<file path="src/common/l1_pkg.sv">
`default_nettype none

package l1_pkg;

    // Cache geometry
    localparam int INDEX_W = 9;
    localparam int TAG_W   = 8;
    localparam int LINES   = 512;

    // Word address is byte address bits 18 to 2
    typedef logic [31:0]            word_t;
    typedef logic [TAG_W+INDEX_W-1:0] waddr_t;
    typedef logic [TAG_W-1:0]       tag_t;
    typedef logic [INDEX_W-1:0]     index_t;

    // Zero is a read, all ones a full write, anything else partial
    typedef logic [3:0]             bmask_t;

    // Controller states of the two caches
    typedef enum logic [2:0] {
        DC_IDLE,
        DC_LOOKUP,
        DC_FILL_WRITE,
        DC_MEM_READ,
        DC_MEM_WRITEBACK,
        DC_DONE
    } dcache_state_t;

    typedef enum logic [2:0] {
        IC_IDLE,
        IC_LOOKUP,
        IC_MEM_READ,
        IC_FILL,
        IC_DONE
    } icache_state_t;

endpackage

`default_nettype wire

</file>
<file path="src/hdl/mem_arbiter.sv">
`timescale 1ns/1ps
`default_nettype none

module mem_arbiter (
    input  wire                  clk_i,
    input  wire                  rst_i,
    // Data cache requester
    input  wire                  d_valid_i,
    input  wire  l1_pkg::waddr_t d_addr_i,
    input  wire  l1_pkg::word_t  d_wdata_i,
    input  wire  l1_pkg::bmask_t d_wstrb_i,
    output logic                 d_ready_o,
    output l1_pkg::word_t        d_rdata_o,
    // Instruction cache requester
    input  wire                  i_valid_i,
    input  wire  l1_pkg::waddr_t i_addr_i,
    output logic                 i_ready_o,
    output l1_pkg::word_t        i_rdata_o,
    // Main memory
    output logic                 mem_valid_o,
    output l1_pkg::waddr_t       mem_addr_o,
    output l1_pkg::word_t        mem_wdata_o,
    output l1_pkg::bmask_t       mem_wstrb_o,
    input  wire  l1_pkg::word_t  mem_rdata_i,
    input  wire                  mem_ready_i
);
    logic gnt_q;
    logic gnt_d_q;
    logic last_d_q;
    logic to_d;
    logic to_i;

    assign to_d = gnt_q && gnt_d_q;
    assign to_i = gnt_q && !gnt_d_q;

    assign mem_valid_o = (to_d && d_valid_i) || (to_i && i_valid_i);
    assign mem_addr_o  = gnt_d_q ? d_addr_i : i_addr_i;
    // Fetch side never writes
    assign mem_wdata_o = gnt_d_q ? d_wdata_i : '0;
    assign mem_wstrb_o = gnt_d_q ? d_wstrb_i : 4'h0;

    assign d_ready_o = to_d && mem_ready_i;
    assign i_ready_o = to_i && mem_ready_i;
    assign d_rdata_o = to_d ? mem_rdata_i : '0;
    assign i_rdata_o = to_i ? mem_rdata_i : '0;

    always_ff @(posedge clk_i) begin
        if (rst_i) begin
            gnt_q    <= 1'b0;
            gnt_d_q  <= 1'b0;
            last_d_q <= 1'b0;
        end else if (gnt_q) begin
            // Held until the answer comes back
            if (mem_ready_i) begin
                gnt_q    <= 1'b0;
                last_d_q <= gnt_d_q;
            end
        end else if (d_valid_i || i_valid_i) begin
            gnt_q   <= 1'b1;
            // On a tie, the side not served last wins
            gnt_d_q <= d_valid_i && (!i_valid_i || !last_d_q);
        end
    end

endmodule

`default_nettype wire

</file>
<file path="config.mk">
export PLATFORM = sky130hd
export DESIGN_NAME = mem_arbiter
export DESIGN_NICKNAME = d
export VERILOG_FILES = /design/src/common/l1_pkg.sv /design/src/hdl/mem_arbiter.sv
export SDC_FILE = /design/constraint.sdc
export NUM_CORES = 1
export LEC_CHECK = 0
export BUFFER_PORTS_ARGS = -buffer_cell sky130_fd_sc_hd__buf_2
export CORE_AREA = 2 2 89 91
export DETAILED_ROUTE_END_ITERATION = 7
export DIE_AREA = 0 0 91 93
export PLACE_DENSITY = 0.59
export SYNTH_ARGS = -nofsm -noshare
export SYNTH_HDL_FRONTEND = slang
export SYNTH_SLANG_ARGS = --single-unit
export TNS_END_PERCENT = 100
</file>
<file path="constraint.sdc">
create_clock -name clk_i -period 0.8 [get_ports clk_i]
set_input_delay 0 -clock clk_i [delete_from_list [all_inputs] [get_ports clk_i]]
set_output_delay 0 -clock clk_i [all_outputs]
set_load 0.1 [all_outputs]
</file>
==> summary by stage, run 1 <==
Placed design
Once detailed placement completed, the half-perimeter wirelength came to 6590 um. During placement, the flow inserted port buffers numbering 226. Summing all placed instances gives a cell area of 4470 um2. The weighted congestion at the end of routability-driven global placement is 0.780.

The post-placement setup slack is -0.385 ns. The total placed cells including tap cells is 475.

Worst setup path
In this run the critical register-to-register path is launched from gnt_d_q. The critical path start-end classification is reg -> out. Walking the worst path, the cells encountered are buf_6 -> nor2b_4 -> buf_6 -> buf_12 -> and2_4 -> buf_12. The worst setup path is launched from a register. The source of the critical timing path is gnt_d_q.

The library cell contributing the largest single delay on the critical path is sky130_fd_sc_hd__dfxtp_4. Of all nets on the critical path, the largest fanout is 7. Data on the critical path arrives at its endpoint at 1.40 ns. At the worst endpoint, the required time is 0.80 ns. For this run, the slowest stage of the critical path takes 0.34 ns.

The kind of capture point of the worst setup path is an output pin.

Cells and area
The area of combinational cells with multiple inputs is 1350 um2. The sequential cells in the finished layout cover a total of 67.6 um2. The final-stage net count is 506. In the layout the commonest cells are sky130_fd_sc_hd__buf_12 (120), sky130_fd_sc_hd__buf_2 (106), sky130_fd_sc_hd__and2_4 (69).

The layout filler cell count is 553. Once layout is complete, the cells apart from fillers number 500. Of the cells placed in the final design, the portion with a size suffix greater than 1 is 97.0%.

The number of antenna diodes in the final layout is 0. The layout overhead on the synthesized area is 325%. After routing the design area is 5020 um2.

The most frequent standard cell in the layout excluding fill and tap cells is sky130_fd_sc_hd__buf_12.

Global route
In the global route stage, overall resource usage came out at 20.0%. The number of global-route vias before repair was 2,294. The first global-routing pass estimated 13,400 um of wire. The number of antenna violations at the first check in global routing is 0. Entering global routing, the biggest net connects 21 pins. The total global routing overflow is 0.

Synth
The share of the Yosys chip area taken by registers is 5.08%. The fraction of the mapped netlist area in simple logic gates is 57.6%. After Yosys synthesis, full adders, half adders and majority gates account for 0% of the synthesized area. The synthesized netlist devotes 1.91% of its cell area to compound gates. The dominant synthesized flop cell is sky130_fd_sc_hd__dfxtp_1.

The number of synthesis warnings is 0. Synthesis produced a netlist with a net count of 260. The fraction of synthesized area in multiplexers is 22.5%.

The number of storage elements in the synthesis netlist is 3. For this run, asynchronously set or reset flops after synthesis account for 0%. The synthesized area per cell is 7.72 um2. The cell area that synthesis handed to floorplanning was 1180 um2. The main combinational cell family by area after synthesis is simple AND/OR/NAND/NOR gates. Counting flops with a built-in enable in the synthesized netlist gives 0. The synthesized netlist devotes 0% of its cell area to XOR and XNOR gates. The netlist uses 21 different library cells. The cell count after synthesis is 153.

Floorplanning
The floorplan row count is 32. The die extent in y is 93 um. Once the floorplan was initialized, standard cells occupied 15.7% of the core. From left edge to right edge, the die measures 91 um. The total die area is 8460 um2. 227 I/O pins were placed.

The area of the placeable core is 7530 um2.

Run status
The flow ran to the end, but the final reports show violations. The final reports fail on negative setup slack.

Clock tree
The clock buffer count from CTS is 3. The root cell of the clock tree is sky130_fd_sc_hd__clkbuf_8. The total number of clock tree sinks is 3. At the later pin of the worst-skew pair, clock insertion delay measures 0.22 ns. Clock-pin slew was measured on the worst setup and hold paths at 0.03 ns.

The number of buffers on the longest clock path is 2. In this run the number of H-tree levels came out at 1. The CTS tree is yes.

Hold path
The start point of the worst hold path is mem_ready_i. The classification of the worst-slack hold path is in -> reg.

Timing
Setup repair after global routing could not meet its margin everywhere. On the final layout, the worst clock skew is 0.00232 ns. The final number of max-transition violations is 0. Timing would allow up to 714 MHz. The count of final hold-check violations was 0. Across all setup checks in the final design, the least slack found is -0.601 ns. The final cycle utilization of the critical path is 175%.

The count of final setup violators is 123. The slew of the pin with the lowest slew margin is 0.166 ns. The relative max-transition margin is 88.7%. The routed design could run at a clock period as short as 1.40 ns.

Drt
After detailed routing, the average wire length per cell comes to 18.1 um. The number of design-rule violations left by the first detailed-router iteration is 27. The final wirelength is 9030 um. The number of search-and-repair iterations in the first detailed-routing pass is 7. In the routed design, unresolved DRC markers number 0. The count of nets left with antenna violations once routing finished came out at 0. The via count normalized by instance count is 4.20. The detailed-route via count is 2,102.

Power
IR analysis of the VDD net gives a maximum drop of 0.00111 V. The static power due to leakage is 0.00234 uW. The power density of the placed cells is 1210 nW/um2.

Run
The tool flagged a number of max-cap violations equal to 0.
area by class of cell:
cell class	count	share of cell area, %
timing repair buffer	258	68.2
multi-input combinational	131	26.8
tap	102	2.54
sequential	3	1.35
clock buffer	4	0.897
inverter	2	0.224
path summary, 6_finish.rpt:
check	end	slack, ns	cells after the start
worst max-delay path	i_rdata_o[13]	-0.60	6
worst min-delay path	gnt_q	0.04	2
worst max register to register	gnt_d_q	-0.26	5
worst min register to register	last_d_q	0.46	2
routing by layer:
layer / wire length [um] / GRT usage [%] / share of wire [%] / vias up
li1: - / - / - / 996
met1: 2930 / 20.0 / 32 / 972
met2: 5220 / 40.8 / 58 / 124
met3: 783 / 5.64 / 8.7 / 10
met4: 97 / 3.66 / 1.1 / 0
met5: 0 / 0 / 0 / -
repair_timing:
item,in CTS,in global routing
endpoints found under the setup margin,123,123
hold endpoints to repair,3,0
pin swaps,0,1
gates cloned,8,3
gates resized for setup,46,2
hold buffers,1,0
buffers inserted,11,0
report_power, final:
part           switching (uW)  internal (uW)  total, uW
Clock                     114            341        455
Sequential               9.77            160        170
Combinational            3260           2210       5470
Yosys cell counts, types with 2 or more instances:
master,n,area (um2)
sky130_fd_sc_hd__a21oi_1,2,10.0
sky130_fd_sc_hd__and2_1,69,432
sky130_fd_sc_hd__and3_1,32,200
sky130_fd_sc_hd__buf_6,7,78.8
sky130_fd_sc_hd__buf_8,2,30.0
sky130_fd_sc_hd__clkbuf_1,5,18.8
sky130_fd_sc_hd__dfxtp_1,3,60.1
sky130_fd_sc_hd__inv_1,2,7.51
sky130_fd_sc_hd__mux2_4,17,255
sky130_fd_sc_hd__nand2_1,3,11.3
through the flow:
stage                     power, uW  util (%)  hold WS [ns]  TNS (ns)
after floorplan                3400         -        0.0691    -27.16
after global placement         5080      59.4         0.190    -28.74
after detailed placement       5130      59.4         0.193    -31.31
after CTS                      6080      66.1        0.0423    -65.96
after global routing           6260      66.7        0.0471    -69.89
final                          6100      66.7        0.0438    -64.25
critical path: cells and delay by family (launching register included):
family	cells	cell delay (ns)
flip-flops	1	0.34
AND/OR/NAND/NOR	2	0.30
buffers and inverters	4	0.55
flip-flops by register name, indices dropped and copies added (netlist names):
register,flops
gnt_d_q,1
gnt_q,1
last_d_q,1
kinds of logic (layout without fill, tap and decap cells):
family / count (synthesis) / after routing
flip-flops: 3 / 3
buffers and inverters: 19 / 264
AND/OR/NAND/NOR: 109 / 109
AO/OA/AOI/OAI: 4 / 4
multiplexers: 18 / 18
Power figures use the tool's default switching activity.
==> inputs of run 2 (changes only) <==
--- a/config.mk
+++ b/config.mk
@@ -9,7 +9,8 @@
 export CORE_AREA = 2 2 89 91
 export DETAILED_ROUTE_END_ITERATION = 7
 export DIE_AREA = 0 0 91 93
-export PLACE_DENSITY = 0.59
+export PLACE_DENSITY = 0.55
+export SETUP_SLACK_MARGIN = 0.3
 export SYNTH_ARGS = -nofsm -noshare
 export SYNTH_HDL_FRONTEND = slang
 export SYNTH_SLANG_ARGS = --single-unit
==> run 2 against run 1 <==
- the flow finishes with violations (negative hold slack, negative setup slack)
- clock skew is essentially flat
- routed wire length decreased by 5.9%
- first-iteration DRC count rose by 3.7%
- clock power down 4.6%
- total power down 3.1%
- worst hold slack lost 0.066 ns
- sequential share of layout area about the same
- sequential power grew 6%
- cell count down 2.4%
- critical endpoint is now mem_addr_o[4]
==> summary by stage, run 2 (synthesis results as in run 1) <==
Cells and area
The diode insertion count for antenna repair is 0. Compared with the post-synthesis result, the final layout area differs by 311%. The top cell types in the final layout, fill and taps aside, are sky130_fd_sc_hd__buf_12 (126), sky130_fd_sc_hd__buf_2 (106), sky130_fd_sc_hd__and2_4 (69). Leaving out fill and tap cells, the most frequent cell in the layout is sky130_fd_sc_hd__buf_12. After the last flow step, the layout net total stands at 494. Of the cells placed in the final design, the portion with a size suffix greater than 1 is 97.7%. In the final layout, the registers with the most flip-flops are gnt_d_q (1), gnt_q (1), last_d_q (1).

Drt
The detailed-route via count is 2,058. The wire length per cell after detailed routing is 17.4 um. Dividing the detail-routed via count by the number of cells gives 4.22.

The number of search-and-repair iterations in the first detailed-routing pass is 4. The detailed router finished its first iteration with 28 violations. After detailed routing, the number of remaining DRC violations is 0.

The number of nets with antenna violations after detailed routing is 0. The final wirelength is 8500 um.

Clock tree
The CTS tree is yes. After clock tree synthesis, the clock-pin slew on the worst setup and hold paths is 0.03 ns. TritonCTS created 3 clock buffers.

The root cell of the clock tree is sky130_fd_sc_hd__clkbuf_8. CTS built an H-tree with a depth of 1. The clock passes through at most 2 buffers. Clock latency on the worst-skew pair, taken at its later pin, is 0.21 ns.

The total number of clock tree sinks is 3.

Placed design
The post-placement setup slack is -0.377 ns. The detailed placer's ending HPWL is 6850 um. The weighted congestion at the end of routability-driven global placement is 0.877. The count of buffers inserted at the top-level ports is 226.

Timing
Timing would allow up to 754 MHz. The final number of max-transition violations is 0. The relative max-transition margin is 89.0%.

The worst path in the final design needs a cycle of 1.33 ns, including I/O delays and setup. Setup repair after global routing could not meet its margin everywhere. The worst setup slack after layout is -0.527 ns. Final hold analysis gives a worst-case slack of -0.0221 ns.

For the pin with the worst max-slew slack, the measured transition is 0.161 ns. The worst setup skew after layout is 0.00195 ns. The count of final hold-check violations is 3. Dividing the final minimum period by the clock period gives 166%.

Setup violations remaining at the end of the flow were counted as 123.

Power
The power after layout is 5900 uW. The static power due to leakage is 0.00224 uW. For this design the ratio of total power to cell area is 1220 nW/um2. The worst-case IR drop observed on VDD is 0.000589 V.

Global route
The number of antenna violations at the first check in global routing is 0. The first global-routing pass estimated 12,600 um of wire. The total overflow left after global routing is 0.

The number of global-route vias before repair came to 2,184. The global-route usage over all layers is 19.1%. Entering global routing, the biggest net connects 27 pins.

Floorplanning
The area of the placeable core is 7530 um2. The floorplan row count is 32. Once the floorplan was initialized, standard cells occupied 15.7% of the core. Measured along the y axis, the die boundary spans 93 um. Measured along the x axis, the die boundary spans 91 um. The die covers 8460 um2. The number of I/O pins is 227.

Worst setup path
The critical path arrival is 1.33 ns. In this run the worst path has a maximum fanout of 23. The worst setup path is launched from a register.

For the worst setup path, the data required time is 0.80 ns. STA classifies the critical path endpoint as an output pin. The critical path start-end classification is reg -> out.

Hold path
The min-delay analysis places its worst path in the category in -> reg.

Run status
The run finished, with violations left. The final reports fail on negative hold slack, negative setup slack.

Run
Max-cap violations in this run came to 0.
## run 2: final cells by class
type,count,area [um2]
clock buffers,4,45.0
flip-flops and latches,3,67.6
multi-input cells,131,1350
fillers,575,2670
inverters,2,11.3
well taps,102,128
repair buffers,246,3250
## run 2: layer usage
| layer | vias to the layer above | GRT usage (%) | wire length (um) | part of all wire [%] |
|---|---|---|---|---|
| met3 | 10 | 6.29 | 759 | 8.9 |
| met4 | 0 | 4.42 | 148 | 1.7 |
| met1 | 960 | 19.3 | 2740 | 32 |
| met5 | - | 0 | 0 | 0 |
| li1 | 971 | - | - | - |
| met2 | 117 | 37.6 | 4860 | 57 |
## run 2: power breakdown
part | total [uW] | internal, uW | switching (uW)
Combinational | 5290 | 2090 | 3200
Clock | 434 | 339 | 94.6
Sequential | 181 | 161 | 20.7
## run 2: worst max-delay path: stages, from the launching register on
cell and delay [ns]:
sky130_fd_sc_hd__dfxtp_4 0.42, sky130_fd_sc_hd__buf_12 0.19, sky130_fd_sc_hd__mux2_4 0.33, sky130_fd_sc_hd__buf_12 0.17
## run 2: final timing paths
check	startpoint	to	slack, ns	cells past startpoint
setup / recovery	gnt_d_q	mem_addr_o[4]	-0.53	3
hold / removal	rst_i	gnt_q	-0.02	2
setup reg to reg	gnt_q	gnt_d_q	-0.14	4
hold reg to reg	last_d_q	last_d_q	0.47	2
## run 2: what timing repair did
action	in CTS	in global routing
resized for setup	61	3
pin swaps	4	1
buffers inserted	4	1
gates cloned	2	2
endpoints found under the setup margin	123	123
hold endpoints to repair	3	3
## run 2: through the flow
stage / instance area (um2) / instances / TNS [ns] / utilization (%)
final: 4860 / 488 / -55.59 / 64.5
after detailed placement: 4450 / 475 / -30.22 / 59.1
after floorplan: 1580 / 153 / -27.16 / -
after CTS: 4790 / 485 / -57.24 / 63.7
after global routing: 4860 / 488 / -61.43 / 64.5
after global placement: 4450 / 475 / -28.71 / 59.1
==> inputs of run 3 (changes only) <==
--- a/config.mk
+++ b/config.mk
@@ -5,11 +5,12 @@
 export SDC_FILE = /design/constraint.sdc
 export NUM_CORES = 1
 export LEC_CHECK = 0
+export ABC_AREA = 1
 export BUFFER_PORTS_ARGS = -buffer_cell sky130_fd_sc_hd__buf_2
-export CORE_AREA = 2 2 89 91
+export CORE_AREA = 2 2 87 89
 export DETAILED_ROUTE_END_ITERATION = 7
-export DIE_AREA = 0 0 91 93
-export PLACE_DENSITY = 0.55
+export DIE_AREA = 0 0 89 91
+export PLACE_DENSITY = 0.56
 export SETUP_SLACK_MARGIN = 0.3
 export SYNTH_ARGS = -nofsm -noshare
 export SYNTH_HDL_FRONTEND = slang
==> run 3 against run 2 <==
- the flow finishes with violations (negative setup slack)
- maximum frequency decreased by 0.12%
- first-iteration DRC count increased by 14%
- total power increased by 3.3%
- global-route usage increased by 0.70 points
- register-to-register slack got worse by 0.28 ns
- non-clock buffer count increased by 9
- sequential power about the same
- sequential share of layout area decreased by 0.13 points
- clock skew about the same
- cell count increased by 17%
- final area increased by 9.9%
- die area decreased by 4.3%
==> summary by stage, run 3 <==
Synth
The area share of the largest cell type after synthesis is 25.4%. For this run, asynchronously set or reset flops after synthesis account for 0%. A synthesized cell averages 4.79 um2. The cell count after synthesis came out at 225. In the post-synthesis netlist, the biggest area contributors are sky130_fd_sc_hd__inv_1 (25%), sky130_fd_sc_hd__nor2_1 (24%), sky130_fd_sc_hd__mux2_2 (18%), sky130_fd_sc_hd__nand2_1 (15%), sky130_fd_sc_hd__dfxtp_1 (5.6%). By count the netlist is led by sky130_fd_sc_hd__inv_1 (73), sky130_fd_sc_hd__nor2_1 (68), sky130_fd_sc_hd__nand2_1 (44), sky130_fd_sc_hd__mux2_2 (17), sky130_fd_sc_hd__buf_2 (8). Synthesis inferred 3 register bits. During synthesis, Yosys emitted a total of 0 warnings.

The number of synthesized flops with an enable pin is 0. Among all cell types in the netlist, the one instantiated most often is sky130_fd_sc_hd__inv_1. The number of distinct library cells after synthesis is 14. When the netlist entered floorplanning its net count stood at 332. The post-synthesis instance area is 1080 um2.

The leading area contributor after synthesis is sky130_fd_sc_hd__inv_1. The sequential share of the synthesized area is 5.57%. The dominant synthesized flop cell is sky130_fd_sc_hd__dfxtp_1.

Worst setup path
In this run the critical register-to-register path is launched from gnt_d_q. The required time of the worst setup path is 0.80 ns. The setup check on the worst reg-to-reg path leaves a slack of -0.42 ns. Of all nets on the critical path, the largest fanout is 8.

The endpoint of the worst register-to-register path is last_d_q. The worst setup path is captured at an output pin. The critical path arrival is 1.33 ns. The kind of start point of the critical path is a register.

By startpoint and endpoint, the worst setup path is classified as reg -> out. For the worst flop-to-flop path, the logic depth is 7.

Cells and area
The finished cells cover 5340 um2. At the end of the flow, the number of nets in the layout was 580. In the layout the commonest cells are sky130_fd_sc_hd__buf_12 (129), sky130_fd_sc_hd__buf_2 (106), sky130_fd_sc_hd__nor2_4 (67). From synthesis to final layout, the design area changed by 396%. The share of layout cells above drive strength 1 is 87.1%. In the final layout, the registers with the most flip-flops are gnt_d_q (1), gnt_q (1), last_d_q (1). The most frequent standard cell in the layout excluding fill and tap cells is sky130_fd_sc_hd__buf_12.

Timing
Across the routed clock network, the largest skew measured is 0.00166 ns. In the post-route analysis, the smallest setup slack over all paths is -0.529 ns. The count of final setup violators is 123. The relative max-transition margin is 83.8%. After layout, the minimum clock period comes to 1.33 ns. The highest attainable clock frequency is 753 MHz. After layout, the worst path uses 166% of the clock period. The final number of max-transition violations came to 0.

The count of final hold-check violations is 0. Setup repair after global routing could not meet its margin everywhere. At the pin with the least slew margin, the transition time is 0.242 ns.

Drt
The number of nets with antenna violations after detailed routing is 0. The number of design-rule violations left by the first detailed-router iteration is 32. For this block, the routed nets add up to 8380 um of wire. The detailed-route via count is 2,311. In the final routed layout, each cell accounts on average for 14.7 um. The first detailed-routing pass took 4 iterations. The detailed-route DRC error count is 0. The via count normalized by instance count is 4.04.

Global route
In the global route stage, overall resource usage came out at 19.8%. The number of global-route vias before repair was 2,554. The number of antenna violations at the first check in global routing is 1. Entering global routing, the biggest net connects 18 pins. The first global-routing pass estimated 12,600 um of wire.

The total global routing overflow is 0.

Hold path
The cell depth of the worst min-delay path is 4. The end point of the most critical hold path is gnt_d_q. The start point of the worst hold path is rst_i. The classification of the worst-slack hold path is in -> reg.

Run
Across the run, the number of max-cap violations was 0.

Placed design
The detailed placer's ending HPWL is 7350 um. Once placement finished, the instance area stood at 5070 um2. Input and output buffers added on the ports amount to 226. The weighted congestion at the end of routability-driven global placement is 0.802.

Clock tree
The latest clock arrival within the worst-skew pair is 0.22 ns. The root cell of the clock tree is sky130_fd_sc_hd__clkbuf_8. For this design, the CTS-stage hold fixing added 0 buffers. The CTS tree is yes. Counting the buffers created by CTS gives 3. The number of buffers on the longest clock path is 2. The total number of clock tree sinks is 3. The H-tree depth is 1.

The clock transition at the register clock pins on the worst setup and hold paths after CTS is 0.03 ns.

Power
The analysis attributes to cell leakage a power of 0.00236 uW. The power density of the placed cells is 1140 nW/um2. The largest vdd supply drop is 0.000489 V. The power after layout is 6100 uW.

Floorplanning
The area of the placeable core is 7140 um2. Measured along the y axis, the die boundary spans 91 um. The number of I/O pins is 227. The floorplan row count is 31. The total die area is 8100 um2. The floorplan step set the die width to 89 um.

The initial utilization of the core area, before any placement, comes to 15.1%.

Run status
The final reports fail on negative setup slack. The flow ran to the end, but the final reports show violations.
[run 3: cell types whose count changed after synthesis, sizes merged, moves of 2 or more]
cell,before,now
and3,32,0
clkbuf,6,3
nand2,3,45
buf,11,9
nor2b,2,0
inv,2,74
and2,69,0
nor2,0,70
[run 3: how the worst max path moves through the flow]
stage,from,endpoint,slack [ns],cells after the start
finish,gnt_q,i_rdata_o[4],-0.53,6
global route,gnt_d_q,d_rdata_o[11],-0.57,5
CTS,gnt_q,i_rdata_o[10],-0.54,6
detailed placement,gnt_d_q,mem_wdata_o[1],-0.34,5
global placement,gnt_d_q,mem_wdata_o[1],-0.32,5
floorplan,gnt_q,i_rdata_o[0],-0.50,5
[run 3: timing repair]
action | CTS | global route
cloned | 0 | 2
endpoints found under the setup margin | 123 | 123
buffers inserted | 3 | 4
resized for setup | 21 | 6
pin swaps | 1 | 5
[run 3: through the flow]
step           setup slack (ns)  hold slack [ns]  cells  utilization [%]  TNS [ns]
2_1_floorplan            -0.501            0.138    225                -    -46.59
3_3_place_gp             -0.323            0.255    558             71.1    -28.56
3_5_place_dp             -0.335            0.250    558             71.1    -30.50
4_1_cts                  -0.542           0.0196    565             73.3    -58.49
5_1_grt                  -0.571           0.0367    572             74.8    -62.15
6_report                 -0.529           0.0113    572             74.8    -57.70
[run 3: report_power, final]
part,switching [uW],internal [uW]
registers,21.0,163
logic,3480,1980
clock network,112,341
total,3610,2480
[run 3: layout make-up]
class | instances | area, um2
antenna | 1 | 2.50
clock buffer | 4 | 45.0
fill | 493 | 1800
inverter | 74 | 418
multi-input combinational | 136 | 1360
sequential | 3 | 67.6
tap | 99 | 124
timing repair buffer | 255 | 3320
[run 3: cells by family after synthesis]
kind of cell / share of synthesized area [%]
compound gates: 0.928
buf+inv: 34.0
flops: 5.58
simple gates: 41.7
mux: 17.8
[run 3: worst max-delay path: stages, from the launching register on]
cell	delay, ns
sky130_fd_sc_hd__dfxtp_4	0.36
sky130_fd_sc_hd__inv_4	0.05
sky130_fd_sc_hd__nor2_4	0.12
sky130_fd_sc_hd__inv_4	0.09
sky130_fd_sc_hd__clkbuf_16	0.19
sky130_fd_sc_hd__nor2_4	0.11
sky130_fd_sc_hd__buf_12	0.18
[run 3: layer usage]
layer  share of wire, %  routed length (um)  up-vias  global-route usage, %
met4                3.0                 251        0                   7.71
met1                 29                2420     1048                   17.7
met2                 58                4850      132                   39.2
met3                 10                 861       19                   6.18
li1                   -                   -     1112                      -
met5                  0                   0        -                      0
